`src/rtl/lsu_pkg.sv`:
```
// shared widths, types and constants for the load/store unit, compiled ahead of all LSU modules
package lsu_pkg;

  // data and address width of the core
  localparam int unsigned XLEN = 32;

  typedef logic [XLEN-1:0] word_t;

  // architectural register index
  localparam int unsigned REG_IDX_W = 5;

  typedef logic [REG_IDX_W-1:0] reg_idx_t;

  // I-type and S-type immediates carry 12 significant bits
  localparam int unsigned IMM_W = 12;

  // one select bit per byte lane of the data bus
  localparam int unsigned SEL_W = XLEN / 8;

  typedef logic [SEL_W-1:0] sel_t;

  // all instructions are 32 bits wide, no compressed set
  localparam int unsigned INST_BYTES = 4;

  // width of a single memory access
  typedef enum logic [1:0]
  {
    MEM_BYTE = 2'd0,
    MEM_HALF = 2'd1,
    MEM_WORD = 2'd2
  } mem_size_e;

endpackage

```
`src/rtl/lsu_op_capture.sv`:
```
// dispatch side of the LSU: registers one memory instruction, decodes it and holds busy
`timescale 1ns/1ns

module lsu_op_capture
(
  input  logic               clk,
  input  logic               rst,

  input  logic               dpu_vld_i,
  input  lsu_pkg::word_t     dpu_pc_i,
  input  lsu_pkg::word_t     dpu_rs1_data_i,
  input  lsu_pkg::word_t     dpu_rs2_data_i,
  input  lsu_pkg::word_t     dpu_imm_i,
  input  lsu_pkg::reg_idx_t  dpu_rd_i,
  input  logic               dpu_lb_i,
  input  logic               dpu_lh_i,
  input  logic               dpu_lw_i,
  input  logic               dpu_lbu_i,
  input  logic               dpu_lhu_i,
  input  logic               dpu_sb_i,
  input  logic               dpu_sh_i,
  input  logic               dpu_sw_i,

  input  logic               retired_i,

  output logic               busy_o,
  output logic               issue_o,
  output logic               fault_o,
  output lsu_pkg::word_t     pc_o,
  output lsu_pkg::word_t     rs1_data_o,
  output lsu_pkg::word_t     rs2_data_o,
  output lsu_pkg::word_t     imm_o,
  output lsu_pkg::reg_idx_t  rd_o,
  output lsu_pkg::mem_size_e size_o,
  output logic               unsigned_o,
  output logic               store_o
);

  import lsu_pkg::*;

  logic       accept;
  logic [7:0] op_flags;
  mem_size_e  size_d;
  logic       valid_q;
  logic       fresh_q;
  logic       no_op_q;

  assign op_flags = {dpu_sw_i, dpu_sh_i, dpu_sb_i, dpu_lhu_i,
                     dpu_lbu_i, dpu_lw_i, dpu_lh_i, dpu_lb_i};

  // a retiring instruction frees the unit in the same cycle
  assign busy_o = valid_q & ~retired_i;
  assign accept = dpu_vld_i & ~busy_o;

  always_comb
  begin
    size_d = MEM_WORD;
    if (dpu_lb_i | dpu_lbu_i | dpu_sb_i)
      size_d = MEM_BYTE;
    else if (dpu_lh_i | dpu_lhu_i | dpu_sh_i)
      size_d = MEM_HALF;
  end

  always_ff @(posedge clk)
  begin
    if (rst)
    begin
      valid_q <= 1'b0;
      fresh_q <= 1'b0;
    end
    else
    begin
      fresh_q <= accept;
      if (accept)
        valid_q <= 1'b1;
      else if (retired_i)
        valid_q <= 1'b0;
    end
  end

  always_ff @(posedge clk)
  begin
    if (accept)
    begin
      pc_o       <= dpu_pc_i;
      rs1_data_o <= dpu_rs1_data_i;
      rs2_data_o <= dpu_rs2_data_i;
      imm_o      <= dpu_imm_i;
      rd_o       <= dpu_rd_i;
      size_o     <= size_d;
      unsigned_o <= dpu_lbu_i | dpu_lhu_i;
      store_o    <= dpu_sb_i | dpu_sh_i | dpu_sw_i;
      no_op_q    <= ~|op_flags;
    end
  end

  // the bus is only touched for a known op at an aligned PC
  assign issue_o = fresh_q & ~no_op_q & (pc_o[1:0] == 2'b00);
  assign fault_o = fresh_q & ~issue_o;

  a_one_op_flag: assert property (@(posedge clk) disable iff (rst)
    accept |-> $onehot0(op_flags));

endmodule

```
`src/rtl/lsu_addr_align.sv`:
```
// forms the effective address and lines up the byte-lane select and store data for the bus
`timescale 1ns/1ns

module lsu_addr_align
(
  input  lsu_pkg::word_t     rs1_data_i,
  input  lsu_pkg::word_t     rs2_data_i,
  input  lsu_pkg::word_t     imm_i,
  input  lsu_pkg::mem_size_e size_i,

  output lsu_pkg::word_t     adr_o,
  output lsu_pkg::word_t     wdata_o,
  output lsu_pkg::sel_t      sel_o,
  output logic [1:0]         offset_o
);

  import lsu_pkg::*;

  word_t      imm_ext;
  word_t      eff_adr;
  logic [1:0] offset;

  // only the low immediate bits are significant and bit 11 is the sign
  assign imm_ext = {{(XLEN-IMM_W){imm_i[IMM_W-1]}}, imm_i[IMM_W-1:0]};
  assign eff_adr = rs1_data_i + imm_ext;
  assign offset  = eff_adr[1:0];

  // the bus is addressed by word and the lanes pick the bytes inside it
  assign adr_o    = {eff_adr[XLEN-1:2], 2'b00};
  assign offset_o = offset;

  always_comb
  begin
    case (size_i)
      MEM_BYTE:
      begin
        sel_o   = sel_t'(1) << offset;
        wdata_o = word_t'(rs2_data_i[7:0]) << {offset, 3'b000};
      end
      MEM_HALF:
      begin
        // a half sits in the low or the high pair of lanes
        sel_o   = offset[1] ? 4'b1100 : 4'b0011;
        wdata_o = word_t'(rs2_data_i[15:0]) << {offset[1], 4'b0000};
      end
      default:
      begin
        sel_o   = '1;
        wdata_o = rs2_data_i;
      end
    endcase
  end

endmodule

```
`src/rtl/lsu_bus_master.sv`:
```
// LSU bus master that issues one strobed access per instruction and waits for the acknowledge
`timescale 1ns/1ns

module lsu_bus_master
(
  input  logic           clk,
  input  logic           rst,

  input  logic           issue_i,
  input  logic           we_i,
  input  lsu_pkg::word_t adr_i,
  input  lsu_pkg::word_t wdata_i,
  input  lsu_pkg::sel_t  sel_i,

  output lsu_pkg::word_t bus_adr_o,
  output lsu_pkg::word_t bus_dat_o,
  output lsu_pkg::sel_t  bus_sel_o,
  output logic           bus_we_o,
  output logic           bus_stb_o,
  output logic           bus_cyc_o,
  input  logic           bus_ack_i,
  input  lsu_pkg::word_t bus_dat_i,

  output logic           rsp_vld_o,
  output lsu_pkg::word_t rsp_data_o
);

  typedef enum logic
  {
    S_IDLE = 1'b0,
    S_WAIT = 1'b1
  } state_e;

  state_e state_q;

  always_ff @(posedge clk)
  begin
    if (rst)
    begin
      state_q   <= S_IDLE;
      bus_stb_o <= 1'b0;
      bus_cyc_o <= 1'b0;
      bus_we_o  <= 1'b0;
    end
    else
    begin
      // the strobe marks only the first cycle of the access
      bus_stb_o <= 1'b0;
      case (state_q)
        S_IDLE:
        begin
          if (issue_i)
          begin
            bus_stb_o <= 1'b1;
            bus_cyc_o <= 1'b1;
            bus_we_o  <= we_i;
            state_q   <= S_WAIT;
          end
        end
        default:
        begin
          if (bus_ack_i)
          begin
            bus_cyc_o <= 1'b0;
            bus_we_o  <= 1'b0;
            state_q   <= S_IDLE;
          end
        end
      endcase
    end
  end

  // address, data and lanes stay put for the whole cycle
  always_ff @(posedge clk)
  begin
    if (issue_i && state_q == S_IDLE)
    begin
      bus_adr_o <= adr_i;
      bus_dat_o <= wdata_i;
      bus_sel_o <= sel_i;
    end
  end

  // an acknowledge outside an open cycle is ignored
  assign rsp_vld_o  = bus_cyc_o & bus_ack_i;
  assign rsp_data_o = bus_dat_i;

  a_no_issue_busy: assert property (@(posedge clk) disable iff (rst)
    issue_i |-> !bus_cyc_o);

endmodule

```
`src/rtl/lsu_load_retire.sv`:
```
// retire side of the LSU: extends load data and registers write-back, next PC and trap
`timescale 1ns/1ns

module lsu_load_retire
(
  input  logic               clk,
  input  logic               rst,

  input  logic               rsp_vld_i,
  input  logic               fault_i,
  input  lsu_pkg::word_t     rsp_data_i,
  input  lsu_pkg::word_t     pc_i,
  input  logic [1:0]         offset_i,
  input  lsu_pkg::mem_size_e size_i,
  input  logic               unsigned_i,
  input  logic               store_i,
  input  lsu_pkg::reg_idx_t  rd_i,

  output logic               retired_o,
  output logic               trap_o,
  output logic               rd_wr_o,
  output lsu_pkg::reg_idx_t  rd_o,
  output lsu_pkg::word_t     rd_data_o,
  output lsu_pkg::word_t     pc_next_o
);

  import lsu_pkg::*;

  logic [7:0]  lane_byte;
  logic [15:0] lane_half;
  word_t       load_val;
  logic        done;
  logic        rd_wr_d;

  assign done    = rsp_vld_i | fault_i;
  assign rd_wr_d = rsp_vld_i & ~store_i;

  // pick the addressed lanes out of the returned word
  assign lane_byte = rsp_data_i[8*offset_i +: 8];
  assign lane_half = rsp_data_i[16*offset_i[1] +: 16];

  always_comb
  begin
    case (size_i)
      MEM_BYTE:
      begin
        if (unsigned_i)
          load_val = {{(XLEN-8){1'b0}}, lane_byte};
        else
          load_val = {{(XLEN-8){lane_byte[7]}}, lane_byte};
      end
      MEM_HALF:
      begin
        if (unsigned_i)
          load_val = {{(XLEN-16){1'b0}}, lane_half};
        else
          load_val = {{(XLEN-16){lane_half[15]}}, lane_half};
      end
      default:
      begin
        load_val = rsp_data_i;
      end
    endcase
  end

  always_ff @(posedge clk)
  begin
    if (rst)
    begin
      retired_o <= 1'b0;
      trap_o    <= 1'b0;
      rd_wr_o   <= 1'b0;
    end
    else
    begin
      retired_o <= done;
      trap_o    <= fault_i;
      rd_wr_o   <= rd_wr_d;
    end
  end

  always_ff @(posedge clk)
  begin
    if (done)
    begin
      rd_o      <= rd_i;
      pc_next_o <= pc_i + word_t'(INST_BYTES);
      // x0 always reads as zero, stores and traps write nothing
      if (rd_wr_d && rd_i != '0)
        rd_data_o <= load_val;
      else
        rd_data_o <= '0;
    end
  end

  a_wr_on_retire: assert property (@(posedge clk) disable iff (rst)
    rd_wr_o |-> retired_o && !trap_o);

endmodule

```
`src/rtl/lsu_top.sv`:
```
// top level of the load/store unit, connecting dispatch, address alignment, bus and retire stages
`timescale 1ns/1ns

module lsu_top
(
  input  logic              clk,
  input  logic              rst,

  input  logic              dpu_vld_i,
  input  lsu_pkg::word_t    dpu_pc_i,
  input  lsu_pkg::word_t    dpu_rs1_data_i,
  input  lsu_pkg::word_t    dpu_rs2_data_i,
  input  lsu_pkg::word_t    dpu_imm_i,
  input  lsu_pkg::reg_idx_t dpu_rd_i,
  input  logic              dpu_lb_i,
  input  logic              dpu_lh_i,
  input  logic              dpu_lw_i,
  input  logic              dpu_lbu_i,
  input  logic              dpu_lhu_i,
  input  logic              dpu_sb_i,
  input  logic              dpu_sh_i,
  input  logic              dpu_sw_i,
  output logic              lsu_busy_o,

  output lsu_pkg::word_t    bus_adr_o,
  output lsu_pkg::word_t    bus_dat_o,
  output lsu_pkg::sel_t     bus_sel_o,
  output logic              bus_we_o,
  output logic              bus_stb_o,
  output logic              bus_cyc_o,
  input  logic              bus_ack_i,
  input  lsu_pkg::word_t    bus_dat_i,

  output logic              lsu_retired_o,
  output logic              lsu_trap_o,
  output logic              lsu_rd_wr_o,
  output lsu_pkg::reg_idx_t lsu_rd_o,
  output lsu_pkg::word_t    lsu_rd_data_o,
  output lsu_pkg::word_t    lsu_pc_next_o
);

  import lsu_pkg::*;

  logic       issue;
  logic       fault;
  word_t      op_pc;
  word_t      op_rs1_data;
  word_t      op_rs2_data;
  word_t      op_imm;
  reg_idx_t   op_rd;
  mem_size_e  op_size;
  logic       op_unsigned;
  logic       op_store;
  word_t      acc_adr;
  word_t      acc_wdata;
  sel_t       acc_sel;
  logic [1:0] acc_offset;
  logic       rsp_vld;
  word_t      rsp_data;

  lsu_op_capture u_capture
  (
    .clk            (clk),
    .rst            (rst),
    .dpu_vld_i      (dpu_vld_i),
    .dpu_pc_i       (dpu_pc_i),
    .dpu_rs1_data_i (dpu_rs1_data_i),
    .dpu_rs2_data_i (dpu_rs2_data_i),
    .dpu_imm_i      (dpu_imm_i),
    .dpu_rd_i       (dpu_rd_i),
    .dpu_lb_i       (dpu_lb_i),
    .dpu_lh_i       (dpu_lh_i),
    .dpu_lw_i       (dpu_lw_i),
    .dpu_lbu_i      (dpu_lbu_i),
    .dpu_lhu_i      (dpu_lhu_i),
    .dpu_sb_i       (dpu_sb_i),
    .dpu_sh_i       (dpu_sh_i),
    .dpu_sw_i       (dpu_sw_i),
    .retired_i      (lsu_retired_o),
    .busy_o         (lsu_busy_o),
    .issue_o        (issue),
    .fault_o        (fault),
    .pc_o           (op_pc),
    .rs1_data_o     (op_rs1_data),
    .rs2_data_o     (op_rs2_data),
    .imm_o          (op_imm),
    .rd_o           (op_rd),
    .size_o         (op_size),
    .unsigned_o     (op_unsigned),
    .store_o        (op_store)
  );

  lsu_addr_align u_align
  (
    .rs1_data_i (op_rs1_data),
    .rs2_data_i (op_rs2_data),
    .imm_i      (op_imm),
    .size_i     (op_size),
    .adr_o      (acc_adr),
    .wdata_o    (acc_wdata),
    .sel_o      (acc_sel),
    .offset_o   (acc_offset)
  );

  lsu_bus_master u_bus
  (
    .clk        (clk),
    .rst        (rst),
    .issue_i    (issue),
    .we_i       (op_store),
    .adr_i      (acc_adr),
    .wdata_i    (acc_wdata),
    .sel_i      (acc_sel),
    .bus_adr_o  (bus_adr_o),
    .bus_dat_o  (bus_dat_o),
    .bus_sel_o  (bus_sel_o),
    .bus_we_o   (bus_we_o),
    .bus_stb_o  (bus_stb_o),
    .bus_cyc_o  (bus_cyc_o),
    .bus_ack_i  (bus_ack_i),
    .bus_dat_i  (bus_dat_i),
    .rsp_vld_o  (rsp_vld),
    .rsp_data_o (rsp_data)
  );

  lsu_load_retire u_retire
  (
    .clk        (clk),
    .rst        (rst),
    .rsp_vld_i  (rsp_vld),
    .fault_i    (fault),
    .rsp_data_i (rsp_data),
    .pc_i       (op_pc),
    .offset_i   (acc_offset),
    .size_i     (op_size),
    .unsigned_i (op_unsigned),
    .store_i    (op_store),
    .rd_i       (op_rd),
    .retired_o  (lsu_retired_o),
    .trap_o     (lsu_trap_o),
    .rd_wr_o    (lsu_rd_wr_o),
    .rd_o       (lsu_rd_o),
    .rd_data_o  (lsu_rd_data_o),
    .pc_next_o  (lsu_pc_next_o)
  );

endmodule

```
`config.mk`:
```
export PLATFORM = sky130hd
export DESIGN_NAME = lsu_top
export DESIGN_NICKNAME = d
export VERILOG_FILES = /design/src/rtl/lsu_pkg.sv /design/src/rtl/lsu_op_capture.sv /design/src/rtl/lsu_addr_align.sv /design/src/rtl/lsu_bus_master.sv /design/src/rtl/lsu_load_retire.sv /design/src/rtl/lsu_top.sv
export SDC_FILE = /design/constraint.sdc
export NUM_CORES = 1
export LEC_CHECK = 0
export ABC_AREA = 0
export BUFFER_PORTS_ARGS = -buffer_cell sky130_fd_sc_hd__buf_2
export CAP_MARGIN = 20
export CORE_AREA = 4 4 153 155
export CTS_CLUSTER_DIAMETER = 100
export DETAILED_ROUTE_END_ITERATION = 16
export DIE_AREA = 0 0 157 159
export PLACE_DENSITY = 0.79
export SLEW_MARGIN = 20
export SYNTH_ARGS = -nofsm -noshare
export SYNTH_HDL_FRONTEND = slang
export SYNTH_SLANG_ARGS = --single-unit
```
`constraint.sdc`:
```
create_clock -name clk -period 9 [get_ports clk]
set_input_delay 0.9 -clock clk [delete_from_list [all_inputs] [get_ports clk]]
set_output_delay 0.9 -clock clk [all_outputs]
set_load 0.1 [all_outputs]
```
==> impl_metrics.csv <==
group,metric,value,unit
clock_network,clockBufferDepth,3,
finish,seqCellArea,7780,um2
sta,fin_worst_skew,0.00887,ns
global_routing,grt_first_pass_wirelength,40.9,mm
drt,wl_per_cell,19.1,um
drt,drtIter0Drc,512,
global_routing,grtUsageMet3,0.0389,
setup_path,path_max_fanout,22,
floorplan,die_h,159,um
setup_path,worstRegToRegCells,6,
synthesis,synth.distinct_cells,58,
synthesis,synthFlopType,"edfxtp_1",
drt,routed_wl,26.7,mm
setup_path,critPathMaxStageDelay,1.19,ns
global_routing,grt.met2_usage,0.362,
synthesis,syn_avg_cell_area,14.2,um2
clock_network,cts_max_level,1,
drt,vias,7817,
floorplan,chipWidth,157,um
synthesis,synthTopCellsByArea,"edfxtp_1, ha_1, a21oi_1",
finish,final_util,0.638,
min_path,hold-path-endpoint,"u_retire.rd_o[2]",
power,vdd.ir_drop.worst,187,uV
synthesis,yosysSeqAreaShare,0.690,
clock_network,cts_tree,"yes",
sta,relSlewSlack,0.316,
sta,setup_tns,0,ns
floorplan,boundaryPins,321,
sta,rsz0062_at_grt,"no",
synthesis,synth-edff-count,253,
clock_network,clock-root-buffer,"clkbuf_16",
clock_network,cts_buffers,27,
finish,fillerInstances,1620,
clock_network,cts_resized,0,
synthesis,async_reset_ff_frac,0,
clock_network,cts_hold_buf,0,
setup_path,cp-end-kind,"flop",
synthesis,synth_cells,794,
setup_path,r2r_end,"u_retire.rd_data_o[21]",
clock_network,cts_num_sinks,262,
finish,n_antenna_cell,0,
setup_path,arrival,3.78,ns
synthesis,synth-seq-cells,262,
drt,vias_per_cell,5.59,
flow_run,drv_cap,0,
finish,final_nets,1311,
global_routing,grt_use_total,0.206,
sta,fmax,282,MHz
synthesis,syn_area,11300,um2
global_routing,top_usage_layer,"met2",
floorplan,dieArea,25000,um2
min_path,hold_start,"u_capture.rd_o[2]",
synthesis,yosysTopAreaCell,"edfxtp_1",
drt,firstDrtPassIters,6,
global_routing,antenna_found_initial,0,
floorplan,rows,54,
finish,multi_input_area,3290,um2
setup_path,r2r-start,"u_capture.rs1_data_o[0]",
global_routing,grt_pass1_vias,7645,
global_routing,met1_usage,0.251,
setup_path,crit_required,9.23,ns
setup_path,startpoint_type,"flop",
place,dp_hpwl,19.4,mm
setup_path,setup.worst_path.class,"reg -> reg",
synthesis,yosys_warnings,0,
sta,setup_viol,0,
setup_path,reg2reg_slack,5.45,ns
clock_network,cts_setup_buffers,0,
floorplan,coreArea,21800,um2
sta,min_period_over_period,0.394,
finish,areaGrowthSynthToFinish,23.6,%
global_routing,grt_max_degree,66,
clock_network,path_clk_slew,0.06,ns
clock_network,worstSkewPairLatency,0.52,ns
min_path,holdPathStages,0,
power,p_per_area,214,nW/um2
sta,worstMarginPinSlew,1.02,ns
synthesis,synth_top_area_frac,0.674,
sta,drv_slew,0,
sta,hold_violations,0,
setup_path,slowest_stage,"fa_1",
sta,layout_min_cycle_time,3.55,ns
power,leakage,5.48,nW
drt,drc,0,
place,gp_congestion,0.904,
place,numPortBuffers,298,
drt,drt.antenna.violating_nets,0,
min_path,min_path_type,"reg -> reg",
status,outcome,"finished, final reports clean",
global_routing,grt-ovfl-total,0,
setup_path,cp_cell_sequence,"ha_1, fa_1, mux4_2, nand2_1, a211o_1, a21oi_1",
finish,drive_gt1_frac,0.324,
floorplan,initial_core_util,0.516,
## layer usage
layer,vias to the layer above,share of wire
met1,3680,0.37
met2,416,0.50
met4,0,0.038
met5,-,0
met3,67,0.091
li1,3654,-
## power by group
part / total [mW] / internal (mW) / switching, mW
Clock: 1.08 / 0.639 / 0.446
Combinational: 0.451 / 0.135 / 0.316
Sequential: 1.44 / 1.41 / 0.0259
## critical path: cells and delay by family (launching register included)
kind            cells  cell delay [ns]
fa+ha+maj           2             1.46
compound gates      2             0.72
mux                 1             0.60
flops               1             0.36
simple gates        1             0.11
## per-stage QoR
stage | hold slack (ns) | instance area, um2 | std cells | power [mW] | setup slack [ns]
4_1_cts | 0.444 | 13900 | 1399 | 2.99 | 5.52
3_5_place_dp | 0.429 | 13100 | 1352 | 1.91 | 5.53
5_1_grt | 0.461 | 13900 | 1399 | 3.08 | 5.30
2_1_floorplan | 0.417 | 11300 | 795 | 1.80 | 1.37
6_report | 0.446 | 13900 | 1399 | 2.97 | 5.45
3_3_place_gp | 0.425 | 13100 | 1352 | 1.90 | 5.67
## layout make-up
class | instances | area share
Timing Repair Buffer | 306 | 0.111
Clock inverter | 13 | 0.0111
Inverter | 26 | 0.00701
Clock buffer | 34 | 0.0504
Multi-Input combinational cell | 478 | 0.236
Tap cell | 280 | 0.0252
Sequential cell | 262 | 0.559
## cells in the mapped netlist (all sizes together), types with 16 or more instances
library cell and instances:
nor2 38, inv 26, a21oi 72, nand3 17, nand2 58, ha 32
xnor2 37, o21ai 31, clkbuf 23, edfxtp 253, a22o 16, xor2 20
## registers in the layout, summed over array words and instances, names as in the netlist, 12 cells and up
name,cells
u_retire.pc_next_o,32
u_capture.imm_o,12
u_bus.bus_dat_o,32
u_capture.pc_o,32
u_capture.rs1_data_o,32
u_retire.rd_data_o,32
u_capture.rs2_data_o,32
u_bus.bus_adr_o,30
## worst max path at each step
stage	startpoint	to
2_1_floorplan	u_retire.retired_o	u_capture.imm_o[0]
3_3_place_gp	u_capture.rs1_data_o[0]	u_retire.rd_data_o[16]
3_5_place_dp	u_capture.rs1_data_o[0]	u_retire.rd_data_o[21]
4_1_cts	u_capture.rs1_data_o[0]	u_retire.rd_data_o[21]
5_1_grt	u_capture.rs1_data_o[0]	u_retire.rd_data_o[21]
6_report	u_capture.rs1_data_o[0]	u_retire.rd_data_o[21]
## placed cells by master, fill, tap and decap left out, types with 6 or more instances in the layout
master,instances
a211oi_1,8
a21o_1,10
a21oi_1,72
a222oi_1,8
a22o_1,16
a22oi_1,9
and2_1,10
and3_1,7
buf_2,298
buf_4,8
clkbuf_1,7
clkbuf_16,27
dfxtp_1,9
edfxtp_1,253
ha_1,32
inv_1,25
mux4_2,8
nand2_1,56
nand3_1,17
nand4_1,7
nor2_1,38
nor2b_1,7
nor3_1,8
o21ai_0,19
o21ai_1,11
o21bai_1,10
o22ai_1,7
or3_1,6
xnor2_1,37
xor2_1,20
## kinds of logic after synthesis
logic type,synth area share
compound gates,0.113
other cells,0.000333
flops,0.690
buf+inv,0.0194
xor+xnor,0.0443
fa+ha+maj,0.0373
mux,0.0178
simple gates,0.0772
(Power assumes the default switching activity.)
